--- src/source/link_pkg.sv ---
package link_pkg;

    // One bus sample as the transmitter drives it.
    typedef struct packed {
        logic scl;
        logic sda_out;    // Level put on sda when enabled.
        logic sda_oe;     // Low leaves sda to the pull-up.
    } line_t;

    // Transmitter frame sequence.
    typedef enum logic [2:0] {
        tx_idle,
        tx_start,
        tx_data,
        tx_stop,
        tx_release
    } tx_state_e;

    // Receiver frame tracking.
    typedef enum logic [1:0] {
        rx_idle,
        rx_data,
        rx_wait_stop
    } rx_state_e;

endpackage

--- src/source/word_pkg.sv ---
package word_pkg;

    localparam int WORD_W = 4;    // Default payload width.

    // Parallel word with its single-cycle strobe.
    typedef struct packed {
        logic              valid;
        logic [WORD_W-1:0] data;
    } word_strobe_t;

    // One received frame.
    typedef struct packed {
        logic              valid;
        logic              framing_error;
        logic [WORD_W-1:0] data;
    } rx_result_t;

endpackage

--- src/source/nibble_serializer.sv ---
`timescale 1ns/1ps

module nibble_serializer #(
    parameter int DATA_WIDTH = 4
) (
    input  logic                   ack,
    input  logic                   rst,
    input  word_pkg::word_strobe_t word_in,
    output link_pkg::line_t        line,
    output logic                   busy
);
    import link_pkg::*;

    localparam int CNT_W = $clog2(DATA_WIDTH + 1);
    localparam logic [CNT_W-1:0] LAST_BIT = CNT_W'(DATA_WIDTH - 1);

    tx_state_e             state;
    logic [1:0]            phase;    // Phases 0 and 1 hold scl low.
    logic [CNT_W-1:0]      bit_cnt;
    logic [DATA_WIDTH-1:0] shreg;
    logic                  sda_out;
    logic                  sda_oe;
    logic                  scl_level;
    logic                  accept;

    // A strobe only counts while no frame is in flight.
    assign accept = word_in.valid && (state == tx_idle);
    assign busy   = (state != tx_idle);

    // Bus clock stays high when no frame is running.
    assign scl_level = ((state == tx_idle) || (state == tx_release)) ? 1'b1 : phase[1];

    assign line = '{scl: scl_level, sda_out: sda_out, sda_oe: sda_oe};

    // Parked on the scl-high phase while idle.
    always_ff @(posedge ack or negedge rst)
    begin
        if (!rst)
            phase <= 2'd2;
        else if (state == tx_idle)
            phase <= 2'd2;
        else
            phase <= phase + 2'd1;
    end

    always_ff @(posedge ack or negedge rst)
    begin
        if (!rst)
        begin
            state   <= tx_idle;
            bit_cnt <= '0;
            sda_out <= 1'b1;
            sda_oe  <= 1'b0;
        end
        else
        begin
            case (state)
                tx_idle:
                begin
                    if (accept)
                        state <= tx_start;
                end
                tx_start:
                begin
                    // Pull sda low in the middle of scl high.
                    if (phase == 2'd2)
                    begin
                        sda_oe  <= 1'b1;
                        sda_out <= 1'b0;
                    end
                    else if (phase == 2'd3)
                    begin
                        state   <= tx_data;
                        bit_cnt <= '0;
                    end
                end
                tx_data:
                begin
                    if (phase == 2'd0)
                        sda_out <= shreg[DATA_WIDTH-1];    // MSB first.
                    else if (phase == 2'd3)
                    begin
                        if (bit_cnt == LAST_BIT)
                            state <= tx_stop;
                        else
                            bit_cnt <= bit_cnt + 1'b1;
                    end
                end
                tx_stop:
                begin
                    if (phase == 2'd0)
                        sda_out <= 1'b0;    // Low through scl low.
                    else if (phase == 2'd2)
                        sda_out <= 1'b1;    // Rises mid scl high.
                    else if (phase == 2'd3)
                        state <= tx_release;
                end
                tx_release:
                begin
                    if (phase == 2'd0)
                        sda_oe <= 1'b0;
                    else if (phase == 2'd3)
                        state <= tx_idle;
                end
                default:
                    state <= tx_idle;
            endcase
        end
    end

    // Word shifts out towards the MSB.
    always_ff @(posedge ack)
    begin
        if (accept)
            shreg <= word_in.data[DATA_WIDTH-1:0];
        else if ((state == tx_data) && (phase == 2'd0))
            shreg <= shreg << 1;
    end

endmodule

--- src/source/frame_deserializer.sv ---
`timescale 1ns/1ps

module frame_deserializer #(
    parameter int DATA_WIDTH = 4
) (
    input  logic                         ack,
    input  logic                         rst,
    input  logic                         scl,
    input  logic                         sda,
    output word_pkg::rx_result_t         rx_out,
    output logic [2**DATA_WIDTH-1:0]     onehot
);
    import link_pkg::*;

    localparam int CNT_W    = $clog2(DATA_WIDTH + 1);
    localparam int ONEHOT_W = 2**DATA_WIDTH;
    localparam int RES_W    = $bits(rx_out.data);
    localparam logic [CNT_W-1:0] LAST_BIT = CNT_W'(DATA_WIDTH - 1);

    rx_state_e             state;
    logic                  scl_q;
    logic                  sda_q;
    logic [CNT_W-1:0]      bit_cnt;
    logic [DATA_WIDTH-1:0] shreg;
    logic                  stop_armed;    // Stop clock seen with sda low.
    logic                  start_cond;
    logic                  stop_cond;
    logic                  scl_rise;
    logic                  frame_ok;
    logic                  frame_err;

    // sda moving while scl is high marks frame bounds.
    assign start_cond = scl && scl_q && sda_q && !sda;
    assign stop_cond  = scl && scl_q && !sda_q && sda;
    assign scl_rise   = scl && !scl_q;

    assign frame_ok  = (state == rx_wait_stop) && stop_cond;
    assign frame_err = ((state == rx_data) && (start_cond || stop_cond)) ||
                       ((state == rx_wait_stop) &&
                        (start_cond || (scl_rise && (sda || stop_armed))));

    always_ff @(posedge ack or negedge rst)
    begin
        if (!rst)
        begin
            state      <= rx_idle;
            bit_cnt    <= '0;
            stop_armed <= 1'b0;
            scl_q      <= 1'b1;
            sda_q      <= 1'b1;
        end
        else
        begin
            scl_q <= scl;
            sda_q <= sda;
            case (state)
                rx_idle:
                begin
                    if (start_cond)
                    begin
                        state   <= rx_data;
                        bit_cnt <= '0;
                    end
                end
                rx_data:
                begin
                    if (start_cond)
                        bit_cnt <= '0;    // Repeated start, begin again.
                    else if (stop_cond)
                        state <= rx_idle;
                    else if (scl_rise)
                    begin
                        if (bit_cnt == LAST_BIT)
                        begin
                            state      <= rx_wait_stop;
                            stop_armed <= 1'b0;
                        end
                        else
                            bit_cnt <= bit_cnt + 1'b1;
                    end
                end
                rx_wait_stop:
                begin
                    if (start_cond)
                    begin
                        state   <= rx_data;
                        bit_cnt <= '0;
                    end
                    else if (frame_ok || frame_err)
                        state <= rx_idle;
                    else if (scl_rise)
                        stop_armed <= 1'b1;
                end
                default:
                    state <= rx_idle;
            endcase
        end
    end

    // Bits arrive MSB first on scl rise.
    always_ff @(posedge ack)
    begin
        if ((state == rx_data) && scl_rise)
            shreg <= (shreg << 1) | DATA_WIDTH'(sda);
    end

    always_ff @(posedge ack or negedge rst)
    begin
        if (!rst)
        begin
            rx_out <= '0;
            onehot <= '0;
        end
        else
        begin
            rx_out.valid         <= frame_ok || frame_err;
            rx_out.framing_error <= frame_err;
            if (frame_ok)
            begin
                rx_out.data <= RES_W'(shreg);
                onehot      <= ONEHOT_W'(1) << shreg;
            end
            else if (frame_err)
                onehot <= '0;    // Bad frame clears the bank.
        end
    end

endmodule

--- src/source/serial_link_top.sv ---
`timescale 1ns/1ps

module serial_link_top #(
    parameter int DATA_WIDTH = 4
) (
    input  logic                     ack,
    input  logic                     rst,
    input  word_pkg::word_strobe_t   word_in,
    output logic                     busy,
    output logic                     scl,
    output logic                     sda,
    output word_pkg::rx_result_t     rx_out,
    output logic [2**DATA_WIDTH-1:0] onehot
);
    import link_pkg::*;

    line_t tx_line;

    nibble_serializer #(
        .DATA_WIDTH (DATA_WIDTH)
    ) u_tx (
        .ack     (ack),
        .rst     (rst),
        .word_in (word_in),
        .line    (tx_line),
        .busy    (busy)
    );

    assign scl = tx_line.scl;

    // Open-drain sda, pulled up when nobody drives it.
    assign sda = tx_line.sda_oe ? tx_line.sda_out : 1'b1;

    // Receiver only sees the resolved pins.
    frame_deserializer #(
        .DATA_WIDTH (DATA_WIDTH)
    ) u_rx (
        .ack    (ack),
        .rst    (rst),
        .scl    (scl),
        .sda    (sda),
        .rx_out (rx_out),
        .onehot (onehot)
    );

endmodule

--- config.mk ---
export PLATFORM = sky130hd
export DESIGN_NAME = serial_link_top
export DESIGN_NICKNAME = d
export VERILOG_FILES = /design/src/source/link_pkg.sv /design/src/source/word_pkg.sv /design/src/source/nibble_serializer.sv /design/src/source/frame_deserializer.sv /design/src/source/serial_link_top.sv
export SDC_FILE = /design/constraint.sdc
export NUM_CORES = 1
export LEC_CHECK = 0
export BUFFER_PORTS_ARGS = -buffer_cell sky130_fd_sc_hd__buf_2
export CAP_MARGIN = 20
export CORE_MARGIN = 2
export CORE_UTILIZATION = 56
export CTS_CLUSTER_SIZE = 30
export DETAILED_ROUTE_END_ITERATION = 10
export MAX_ROUTING_LAYER = met4
export PLACE_DENSITY = 0.85
export SYNTH_ARGS = -nofsm -noshare
export SYNTH_HDL_FRONTEND = slang
export SYNTH_SLANG_ARGS = --single-unit
--- constraint.sdc ---
create_clock -name ack -period 1.95 [get_ports ack]
set_input_delay 0.0975 -clock ack [delete_from_list [all_inputs] [get_ports ack]]
set_output_delay 0.0975 -clock ack [all_outputs]
set_load 0.03 [all_outputs]
-- Word-level counts from Yosys, hierarchy flattened
Index checks and enable logic that the tools add are counted.
W data, S select, Z words.
- register bits after elaboration: 48
- logic and storage cells: 156
- input port bits: 7
- equal/unequal tests: 41
- reduce and logical (&&, ||, !) cells: 41
- mux-type cells: 53
- shifts and indexed selects: 1
- bitwise logic cells: 1
- $add $sub $neg: 3
- operator list (kind ; number):
    $mux W3 ; 20
    $mux W16 ; 2
    $ne A2 B2 Y1 const B ; 13
    $ne A2 B1 Y1 const B ; 11
    $mux W2 ; 8
    $shl A1 B4 Y16 const A ; 1
    $pmux W3 S5 ; 1
    $mux W1 ; 14
    $logic_and A1 B1 Y1 ; 13
    $eq A3 B2 Y1 const B ; 4
    $ne A3 B2 Y1 const B ; 4
    $pmux W3 S2 ; 2
    $reduce_bool A2 Y1 ; 6
    $reduce_and A11 Y1 ; 1
    $reduce_and A5 Y1 ; 2
    $ne A3 B1 Y1 const B ; 3
    $mux W4 ; 2
    $reduce_and A8 Y1 ; 1
    $add A3 B1 Y3 const B ; 2
    $eq A2 B2 Y1 const B ; 3
    $logic_or A1 B1 Y1 ; 6
    $pmux W2 S3 ; 1
    $reduce_and A6 Y1 ; 1
    $reduce_bool A3 Y1 ; 2
    13 further kinds ; 17

-- Longest topological paths before layout
Gate-level depths: netlist of the first run.
- depth after elaboration: 13
- mapped depth: 7
- gate-level depth less buffers: 6

-- Cells and area by module
Synthesis of the first run repeated with hierarchy kept, for this count alone.
- cells, all modules: 199
- area, all modules: 2432.3 µm²
- by module, submodules not included (module ; instances ; area an instance (µm²) ; seq. area each (µm²) ; cells an instance):
    frame_deserializer ; 1 ; 1532.7 ; 873.3 ; 116
    nibble_serializer ; 1 ; 893.4 ; 372.9 ; 82
    serial_link_top ; 1 ; 6.3 ; 0.0 ; 1

-- Worst setup path before layout of the first run
Ideal clock, no wire load.
- path type: reg2reg
- start: register u_tx.phase[1]
- end: register u_rx.onehot[10]
- library setup time: 0.121 ns
- stages on the path, launching flop included: 8
- data required time: 1.829 ns
- data arrival time: 1.682 ns
- slack: 0.147 ns
- cells stage by stage: dfstp_2 > o21ba_2 > inv_4 > o31ai_1 > a211o_1 > buf_6 > buf_8 > a22o_1
- longest elaborated chain between the ends: 8
- elaborated cells on any way between the ends: 16
- those cells by class: mux: 2; reduce/logical: 14
- RTL lines (element ; RTL line ; source):
    start, declared ; nibble_serializer.sv:18 ; logic [1:0] phase;
    start signal, assigned ; nibble_serializer.sv:43 ; phase <= phase + 2'd1;
    $mux W1 (*) ; nibble_serializer.sv:31 ; assign scl_level = ((state == tx_idle) || (state == tx_release)) ? 1'b1 : phase[1];
    net scl ; serial_link_top.sv:10 ; output logic scl,
    $logic_and A1 B1 Y1 ; frame_deserializer.sv:33, frame_deserializer.sv:34 ;
    $logic_and A1 B1 Y1, on equally long branches (2 in a row) ; frame_deserializer.sv:33, frame_deserializer.sv:34 ;
    $logic_or A1 B1 Y1, on equally long branches ; frame_deserializer.sv:38, frame_deserializer.sv:40 ;
    $logic_and A1 B1 Y1, on equally long branches ; frame_deserializer.sv:38, frame_deserializer.sv:39 ;
    $logic_or A1 B1 Y1 ; frame_deserializer.sv:38 ; assign frame_err = ((state == rx_data) && (start_cond || stop_cond)) ||
    $reduce_bool A2 Y1 (no source line) ; n/a ;
    end signal, assigned ; frame_deserializer.sv:121 ; onehot <= ONEHOT_W'(1) << shreg;
    end, declared ; frame_deserializer.sv:11 ; output logic [2**DATA_WIDTH-1:0] onehot
Mark *: on every way through the listed nets, which the timed path passes. The rest lies on a longest branch.
A chain may end at the register's enable or synchronous reset.

-- Worst setup path in the final report of the first run
- start: register u_tx.sda_out
- end: register, netlist name u_rx.rx_out[2]
- longest elaborated chain between the ends: 3
- RTL lines (element ; RTL line ; source):
    start, declared ; nibble_serializer.sv:21 ; logic sda_out;
    start signal, assigned ; nibble_serializer.sv:80 ; sda_out <= shreg[DATA_WIDTH-1];
    $mux W1 ; serial_link_top.sv:32 ; assign sda = tx_line.sda_oe ? tx_line.sda_out : 1'b1;
    $logic_and A1 B1 Y1 ; frame_deserializer.sv:34 ; assign stop_cond = scl && scl_q && !sda_q && sda;
    $logic_and A1 B1 Y1 ; frame_deserializer.sv:37 ; assign frame_ok = (state == rx_wait_stop) && stop_cond;
No other way between the ends.

==> results of run 1 <==
[kinds of logic after synthesis]
group           count (synthesis)  synth area share
xor+xnor                        1           0.00708
simple gates                   59             0.141
flops                          48             0.542
fa+ha+maj                       7            0.0381
compound gates                 55             0.180
mux                             8            0.0387
buf+inv                        22            0.0528
[state kept, by name (all words and copies together) (netlist names), 3 cells and up]
register and cells:
u_tx.state 3, u_rx.rx_out 6, u_rx.shreg 4, u_rx.bit_cnt 3
u_tx.shreg 4, u_rx.onehot 16, u_tx.bit_cnt 3
[report_power, final]
part | switching (W) | total, W | leakage [nW] | internal (W)
combinational | 0.000817 | 0.00141 | 0.618 | 0.000596
sequential | 0.000192 | 0.00146 | 0.601 | 0.00126
clock | 0.000334 | 0.000754 | 0.0614 | 0.000419
[layer usage]
metal  global-route usage  up-vias  wire length, um
met1                0.270      811             1980
met5                    -        -                0
met3               0.0493        4              175
met2                0.342       45             2140
li1                     -      811                -
met4               0.0725        0               46
[cell usage in the layout, fill, tap and decap left out, drive strengths merged, types with 3 or more instances in the layout]
cell type / instances
a21oi: 4
a22o: 11
a32o: 6
and3: 3
buf: 41
clkbuf: 6
dfrtp: 36
dfstp: 4
edfxtp: 8
ha: 7
inv: 12
mux2: 7
nand2: 19
nand2b: 5
nand3b: 3
nor2: 8
nor2b: 3
nor3: 3
nor3b: 4
o21ai: 13
o31ai: 3
[how the worst max path moves through the flow]
stage	start	to	slack, ns	cells past startpoint
after CTS	u_tx.sda_out$_DFFE_PN1P_	u_rx.onehot[11]$_DFFE_PN0P_	0.06	4
final	u_tx.sda_out$_DFFE_PN1P_	u_rx.rx_out[2]$_DFFE_PN0P_	0.15	4
after detailed placement	u_tx.sda_out$_DFFE_PN1P_	u_rx.onehot[11]$_DFFE_PN0P_	0.06	4
after global placement	u_tx.sda_out$_DFFE_PN1P_	u_rx.onehot[1]$_DFFE_PN0P_	0.13	4
after global routing	u_tx.phase[1]$_DFF_PN1_	u_tx.bit_cnt[1]$_DFFE_PN0P_	0.01	5
after floorplan	u_tx.phase[1]$_DFF_PN1_	u_rx.onehot[10]$_DFFE_PN0P_	0.15	7
[worst max-delay path, cell delays in order (launching register included)]
cell	delay (ns)
dfstp_2	0.55
nand2b_1	0.27
and4_1	0.37
buf_4	0.19
mux2_2	0.33
[synthesized netlist by cell type, drive strengths merged, types with 2 or more instances]
cell / number / area share
ha: 7 / 0.038
inv: 12 / 0.021
a211o: 2 / 0.0076
nor3b: 4 / 0.013
buf: 6 / 0.026
dfstp: 4 / 0.046
nand2: 19 / 0.031
clkbuf: 4 / 0.0065
nand3: 2 / 0.0044
nor3: 3 / 0.0065
mux2: 7 / 0.034
o2bb2ai: 2 / 0.0076
dfrtp: 36 / 0.39
nor2: 8 / 0.013
nand3b: 3 / 0.0098
and3: 3 / 0.0082
a22o: 11 / 0.042
o31ai: 3 / 0.0098
and3b: 2 / 0.0076
a21o: 2 / 0.0065
nor2b: 3 / 0.0082
o21a: 2 / 0.0065
a21oi: 4 / 0.0087
o21ba: 2 / 0.0087
a32o: 6 / 0.026
nand2b: 5 / 0.014
edfxtp: 8 / 0.10
o21ai: 13 / 0.028
[through the flow]
step | instances | power [W] | hold slack, ns | cell area, um^2 | setup WS [ns]
4_1_cts | 290 | 0.00363 | 0.0886 | 2650 | 0.0594
2_1_floorplan | 200 | 0.00256 | -0.198 | 2300 | 0.147
3_5_place_dp | 281 | 0.00288 | 0.259 | 2520 | 0.0633
5_1_grt | 290 | 0.00390 | 0.0814 | 2650 | 0.0111
6_report | 290 | 0.00362 | 0.0942 | 2650 | 0.146
3_3_place_gp | 281 | 0.00284 | 0.253 | 2520 | 0.133
[final cells by class]
type	count	area [um^2]
clock buffer	6	82.6
fill	295	1320
clock inverter	2	38.8
multi-input combinational	130	931
inverter	12	47.5
timing repair buffer	42	240
sequential	48	1250
tap	50	62.6
[timing repair]
action / CTS / global route
hold endpoints to repair: 36 / 0
hold buffers: 1 / 0
setup endpoints to repair: 0 / 8
gates resized for setup: 0 / 1
==> results.cfg, run 1 <==
[global_routing]
overflow = 0
grt_max_degree = 41
grt_usage = 0.214
grt_pass1_wl_mm = 7.09
antenna_found_initial = 0
grt_pass1_vias = 1489

[clock_network]
htreeDepth = 2
numCtsBuffers = 5
clk_latency_ns = 0.30
cts_setup_buffers = 0
cts_sinks = 48
cts_tree = done
clkSlewWorstSetupHoldPaths_ns = 0.09
root_buffer = clkbuf_8
cts.path.max_buffers = 2

[placed_design]
place_hpwl_mm = 3.11
io_buffer_count = 31
place.gp.congestion = 0.853

[logic_synthesis]
yosysSeqAreaShare = 0.542
synth-async-reset-ratio = 0.833
ys_ff_latch = 48
syn_inst = 200
synth_edf_count = 8
ys_types = 49
syn_nets = 214
yosysWarnings = 0
synth_flop_cell = dfrtp_1
syn_avg_cell_area_um2 = 11.5
synth_area_mm2 = 0.00230

[routing]
vias = 1671
wl_mm = 4.34
avgViaCountPerCell = 5.76
ant_nets = 0
wl_per_cell_um = 15.0
drt-initial-drc-count = 128
drt_first_pass_iters = 4
drc = 0

[layout]
area_delta_synth_final_pct = 15.3
layout-drive-gt1-share = 0.271
diodes = 0
final_net_count = 253
final_util = 0.667

[timing]
report.final.slew_viol_count = 0
fmax_mhz = 554
setup_violations = 0
slew_headroom = 0.420
setup_tns_ns = 0
finalHoldViolCount = 0
min_period_ns = 1.80
fin_crit_sh = 0.925
rsz0062_at_grt = false
tightest_slew_ns = 0.871
finalClockSkew_ns = 0.00560

[worst_setup_path]
arrival_ns = 2.00
ff2ff_setup_slack_ns = 0.15
cp-start-kind = flip-flop
rr_worst_depth = 4
reg2reg_to = u_rx.rx_out[2]$_DFFE_PN0P_
critical_path_class = flip-flop to flip-flop
r2r-start = u_tx.sda_out$_DFFE_PN1P_
cp_max_fo = 7
cp.required_ns = 2.14
critPathCaptureType = flip-flop

[floorplan]
ios = 32
die-area_mm2 = 0.00463
placeableCoreArea_mm2 = 0.00397
row_count = 23
chipWidth_um = 68.1
die_y_um = 68.1
floorplan.initialDensity = 0.578

[min_path]
min_from = word_in[3]
min_to = u_tx.shreg[3]$_DFFE_PP_
hold_path.class = primary input to flip-flop
worstHoldPathCells = 2

[run_status]
outcome = complete, no violations

[power]
p_leak_nw = 1.28
ir_drop_uv = 912
p_per_area_mw_per_mm2 = 1370

[run]
maxCapViolCount = 0
No activity file was read; power rests on OpenSTA's default activity.
==> run 2: changes to the inputs <==
--- a/config.mk
+++ b/config.mk
@@ -8,11 +8,12 @@
 export BUFFER_PORTS_ARGS = -buffer_cell sky130_fd_sc_hd__buf_2
 export CAP_MARGIN = 20
 export CORE_MARGIN = 2
-export CORE_UTILIZATION = 56
+export CORE_UTILIZATION = 35
 export CTS_CLUSTER_SIZE = 30
 export DETAILED_ROUTE_END_ITERATION = 10
 export MAX_ROUTING_LAYER = met4
-export PLACE_DENSITY = 0.85
+export PLACE_DENSITY = 0.6
+export SLEW_MARGIN = 10
 export SYNTH_ARGS = -nofsm -noshare
 export SYNTH_HDL_FRONTEND = slang
 export SYNTH_SLANG_ARGS = --single-unit
==> run 2 against run 1 <==
  * Global-route usage fell by 8.0 points
  * Design area rose by 1.5%
  * Via count rose by 0.96%
  * Wire length rose by 1.8%
  * Die area rose by 56%
  * Sequential power barely moved
  * Power fell by 1.7%
  * Core utilization fell by 24 points
  * Clock power fell by 8.6%
  * Final cell count rose by 10%
  * Combinational power barely moved
  * Hold slack barely moved
==> results.cfg, run 2 (synthesis gave the netlist of run 1 again) <==
[timing]
fin_crit_sh = 0.911
report.final.slew_viol_count = 0
setup_violations = 0
tightest_slew_ns = 0.453
min_period_ns = 1.78
fmax_mhz = 563
whs_ns = 0.0947
rsz0062_at_grt = false
finalClockSkew_ns = 0.00656
finalHoldViolCount = 0
slew_headroom = 0.696
setup_tns_ns = 0
fin_ws_ns = 0.174

[clock_network]
root_buffer = clkbuf_8
cts.path.max_buffers = 2
cts_tree = done
cts_setup_buffers = 0
clk_latency_ns = 0.30
cts_sinks = 48
clkSlewWorstSetupHoldPaths_ns = 0.09
htreeDepth = 2
numCtsBuffers = 5

[worst_setup_path]
critical_path_class = flip-flop to flip-flop
rr_worst_depth = 5
crit_chain = o21ba_2 -> inv_4 -> o31ai_1 -> a211o_2 -> a22o_1
cp.buffers_inverters = 1
ff2ff_setup_slack_ns = 0.17
critPathCaptureType = flip-flop
max_stage_delay_ns = 0.56
cp-start-kind = flip-flop
cp.required_ns = 2.15
cp_max_fo = 17
arrival_ns = 1.97
r2r-start = u_tx.phase[1]$_DFF_PN1_
crit_slowest_cell = dfstp_2
path_delay_family = compound AO/OA/AOI/OAI gates
reg2reg_to = u_rx.onehot[5]$_DFFE_PN0P_

[layout]
layout_common_cells = dfrtp_1 (36), buf_2 (31), nand2_1 (19), o21ai_0 (13), buf_4 (12)
mostFrequentLayoutCell = dfrtp_1
register_area_mm2 = 0.00125
area_delta_synth_final_pct = 17.0
fillers = 603
layout-drive-gt1-share = 0.281
multi_input_comb_area_um2 = 932
largest_reg_flops = 16
diodes = 0
layout.cells.non_filler = 319
max_flop_register = u_rx.onehot
reg_top3 = u_rx.onehot (16), u_rx.rx_out (6)
final_net_count = 255
final_area_mm2 = 0.00269

[placed_design]
place.gp.congestion = 0.760
place_hpwl_mm = 3.22
post-place-ws_ns = 0.103
io_buffer_count = 31
place_area_mm2 = 0.00256
place_inst = 310

[floorplan]
floorplan.initialDensity = 0.362
ios = 32
chipWidth_um = 85.0
row_count = 29
die-area_mm2 = 0.00723
placeableCoreArea_mm2 = 0.00635
die_y_um = 85.0

[run]
maxCapViolCount = 0

[routing]
ant_nets = 0
wl_per_cell_um = 13.8
avgViaCountPerCell = 5.29
wl_mm = 4.42
drt-initial-drc-count = 92
vias = 1687
drc = 0
drt_first_pass_iters = 4

[run_status]
outcome = complete, no violations

[power]
p_switching_w = 0.00136
p_per_area_mw_per_mm2 = 1320
switching_share = 0.383
pwr-share-clk = 0.193
intPower_w = 0.00220
pwr-share-comb = 0.396
p_leak_nw = 1.29
seqPwrFrac = 0.410
ir_drop_uv = 553

[global_routing]
grt_max_degree = 18
grt_pass1_vias = 1563
overflow = 0
grt_usage = 0.135
antenna_found_initial = 0
grt_pass1_wl_mm = 7.58

[min_path]
hold_path.class = primary input to flip-flop
min_from = word_in[1]
worstHoldPathCells = 2
min_to = u_tx.shreg[1]$_DFFE_PP_
-- run 2: cell count changes in the layout (fill, tap and decap cells not counted) --
cell / change
buf_4: +2
and4_1: -1
and4_2: +1
bufinv_16: -1
clkbuf_16: +1
clkbuf_8: -1
clkinv_4: +1
-- run 2: how the worst max path moves through the flow --
stage                              from                           to  slack, ns  depth (start not counted)
6_report        u_tx.phase[1]$_DFF_PN1_   u_rx.onehot[5]$_DFFE_PN0P_       0.17                          5
2_1_floorplan   u_tx.phase[1]$_DFF_PN1_  u_rx.onehot[10]$_DFFE_PN0P_       0.15                          7
3_5_place_dp   u_tx.sda_out$_DFFE_PN1P_   u_rx.onehot[5]$_DFFE_PN0P_       0.10                          4
3_3_place_gp   u_tx.sda_out$_DFFE_PN1P_   u_rx.onehot[7]$_DFFE_PN0P_       0.12                          4
5_1_grt         u_tx.phase[1]$_DFF_PN1_   u_rx.onehot[5]$_DFFE_PN0P_       0.08                          5
4_1_cts         u_tx.phase[1]$_DFF_PN1_   u_rx.onehot[5]$_DFFE_PN0P_       0.09                          5
-- run 2: area by class of cell --
type,instances,area share
flip-flops and latches,48,0.463
multi-input cells,130,0.347
repair buffers,44,0.0949
well taps,77,0.0358
clock buffers,6,0.0349
inverters,12,0.0177
clock inverters,2,0.00651
-- run 2: what timing repair did --
action / 4_1_cts / 5_1_grt
endpoints found under the setup margin: 0 / 6
hold buffers: 1 / 0
hold endpoints to repair: 14 / 0
resized for setup: 0 / 2
-- run 2: through the flow --
stage | power [W] | util
2_1_floorplan | 0.00256 | -
3_3_place_gp | 0.00288 | 0.404
3_5_place_dp | 0.00289 | 0.404
4_1_cts | 0.00360 | 0.423
5_1_grt | 0.00385 | 0.423
6_report | 0.00356 | 0.423
-- run 2: metal layers --
| metal | wire length [um] | global-route usage | vias to the layer above |
|---|---|---|---|
| met5 | 0 | - | - |
| met4 | 44 | 0.0346 | 0 |
| met3 | 190 | 0.0350 | 7 |
| met2 | 2130 | 0.209 | 45 |
| met1 | 2050 | 0.176 | 819 |
| li1 | - | - | 816 |
-- run 2: power groups by stage --
stage / sequential, W / combinational [W] / clock, W
final: 0.00146 / 0.00141 / 0.000689
after global placement: 0.00148 / 0.00140 / 0
after detailed placement: 0.00148 / 0.00141 / 0
after floorplan: 0.00144 / 0.00112 / 0
after CTS: 0.00146 / 0.00142 / 0.000716
after global routing: 0.00150 / 0.00159 / 0.000760
==> run 3: changes to the inputs <==
--- a/config.mk
+++ b/config.mk
@@ -7,6 +7,7 @@
 export LEC_CHECK = 0
 export BUFFER_PORTS_ARGS = -buffer_cell sky130_fd_sc_hd__buf_2
 export CAP_MARGIN = 20
+export CORE_ASPECT_RATIO = 0.75
 export CORE_MARGIN = 2
 export CORE_UTILIZATION = 35
 export CTS_CLUSTER_SIZE = 30
==> run 3 against run 2 <==
  * Clock power is 8.4% higher
  * Hold slack worse by 0.0072 ns
  * Worst setup slack worse by 0.031 ns
  * Power rose by 2.6%
  * Global-route usage decreased by 0.13 points
  * Register-to-register slack got worse by 0.03 ns
  * Final cell count grew 1.9%
  * Core utilization grew 0.57 points
  * Highest routed layer unchanged
==> results.cfg, run 3 (synthesis gave the netlist of run 1 again) <==
[run_status]
outcome = complete, no violations

[worst_setup_path]
arrival_ns = 2.01
rr_worst_depth = 5
critPathCaptureType = flip-flop
r2r-start = u_tx.phase[1]$_DFF_PN1_
critical_path_class = flip-flop to flip-flop
cp.required_ns = 2.15
ff2ff_setup_slack_ns = 0.14
reg2reg_to = u_rx.onehot[9]$_DFFE_PN0P_
cp-start-kind = flip-flop
crit_chain = o21ba_2 -> inv_4 -> o31ai_1 -> a211o_2 -> a22o_1
path_delay_family = compound AO/OA/AOI/OAI gates
crit_slowest_cell = dfstp_2
cp.buffers_inverters = 1
cp_max_fo = 17
max_stage_delay_ns = 0.57

[routing]
wl_mm = 4.49
vias = 1660
drc = 0
drt-initial-drc-count = 42
avgViaCountPerCell = 5.11
ant_nets = 0
wl_per_cell_um = 13.8
drt_first_pass_iters = 4

[floorplan]
chipWidth_um = 97.6
die-area_mm2 = 0.00723
row_count = 25
placeableCoreArea_mm2 = 0.00632
ios = 32
floorplan.initialDensity = 0.364
die_y_um = 74.2

[global_routing]
antenna_found_initial = 0
grt_max_degree = 26
grt_pass1_wl_mm = 7.45
grt_usage = 0.133
grt_pass1_vias = 1515
overflow = 0

[clock_network]
clkSlewWorstSetupHoldPaths_ns = 0.10
cts_setup_buffers = 0
htreeDepth = 2
clk_latency_ns = 0.30
cts_tree = done
root_buffer = clkbuf_8
cts_sinks = 48
cts.path.max_buffers = 2
numCtsBuffers = 5

[power]
seqPwrFrac = 0.392
pwr-share-clk = 0.204
p_leak_nw = 1.29
total_power_w = 0.00365
intPower_w = 0.00227
switching_share = 0.379
p_per_area_mw_per_mm2 = 1350
p_switching_w = 0.00138
ir_drop_uv = 495
pwr-share-comb = 0.403

[min_path]
min_from = word_in[1]
hold_path.class = primary input to flip-flop
min_to = u_tx.shreg[1]$_DFFE_PP_
worstHoldPathCells = 2

[timing]
setup_tns_ns = 0
slew_headroom = 0.623
tightest_slew_ns = 0.566
fin_crit_sh = 0.927
fmax_mhz = 553
min_period_ns = 1.81
finalHoldViolCount = 0
finalClockSkew_ns = 0.0144
setup_violations = 0
report.final.slew_viol_count = 0
rsz0062_at_grt = false

[placed_design]
io_buffer_count = 31
place_hpwl_mm = 3.25
place.gp.congestion = 0.708

[layout]
register_area_mm2 = 0.00125
layout-drive-gt1-share = 0.283
final_net_count = 257
area_delta_synth_final_pct = 18.0
reg_top3 = u_rx.onehot (16), u_rx.rx_out (6)
max_flop_register = u_rx.onehot
fillers = 615
multi_input_comb_area_um2 = 931
layout_common_cells = dfrtp_1 (36), buf_2 (31), nand2_1 (19), buf_4 (14), o21ai_0 (13)
largest_reg_flops = 16
diodes = 0
mostFrequentLayoutCell = dfrtp_1

[run]
maxCapViolCount = 0
-- run 3: cell type report --
class	count	area share
clock buffer	5	0.0254
clock inverter	3	0.0171
inverter	12	0.0175
multi-input combinational	130	0.343
sequential	48	0.460
tap	81	0.0374
timing repair buffer	46	0.0997
-- run 3: what timing repair did --
action	4_1_cts	5_1_grt
hold endpoints to repair	21	0
hold buffers	1	0
resized for setup	0	1
setup endpoints to repair	0	15
-- run 3: power by group through the flow --
stage	clock network (W)	registers, W	logic, W
final	0.000747	0.00143	0.00147
after global routing	0.000808	0.00147	0.00166
after CTS	0.000769	0.00143	0.00149
after detailed placement	0	0.00145	0.00148
after global placement	0	0.00145	0.00147
after floorplan	0	0.00144	0.00112
-- run 3: worst max path at each step --
stage / from / to / slack, ns / cells past startpoint
after CTS: u_tx.phase[1]$_DFF_PN1_ / u_rx.onehot[9]$_DFFE_PN0P_ / 0.06 / 5
after global placement: u_tx.sda_out$_DFFE_PN1P_ / u_rx.onehot[9]$_DFFE_PN0P_ / 0.12 / 4
after floorplan: u_tx.phase[1]$_DFF_PN1_ / u_rx.onehot[10]$_DFFE_PN0P_ / 0.15 / 7
after global routing: u_tx.phase[1]$_DFF_PN1_ / u_tx.bit_cnt[0]$_DFFE_PN0P_ / 0.03 / 5
final: u_tx.phase[1]$_DFF_PN1_ / u_rx.onehot[9]$_DFFE_PN0P_ / 0.14 / 5
after detailed placement: u_tx.phase[1]$_DFF_PN1_ / u_rx.onehot[9]$_DFFE_PN0P_ / 0.07 / 5
-- run 3: routing by layer --
| metal | vias to the layer above | wire [um] | global-route usage |
|---|---|---|---|
| li1 | 817 | - | - |
| met1 | 808 | 2380 | 0.200 |
| met2 | 33 | 1870 | 0.177 |
| met3 | 2 | 211 | 0.0348 |
| met4 | 0 | 25 | 0.0324 |
| met5 | - | 0 | - |
-- run 3: stage by stage --
| stage | cells | cell area (um^2) | hold slack, ns | util | setup WS [ns] |
|---|---|---|---|---|---|
| 2_1_floorplan | 200 | 2300 | -0.198 | - | 0.147 |
| 3_3_place_gp | 316 | 2580 | 0.122 | 0.409 | 0.122 |
| 3_5_place_dp | 316 | 2580 | 0.128 | 0.409 | 0.0694 |
| 4_1_cts | 325 | 2710 | 0.0832 | 0.429 | 0.0591 |
| 5_1_grt | 325 | 2710 | 0.0911 | 0.429 | 0.0287 |
| 6_report | 325 | 2710 | 0.0874 | 0.429 | 0.143 |
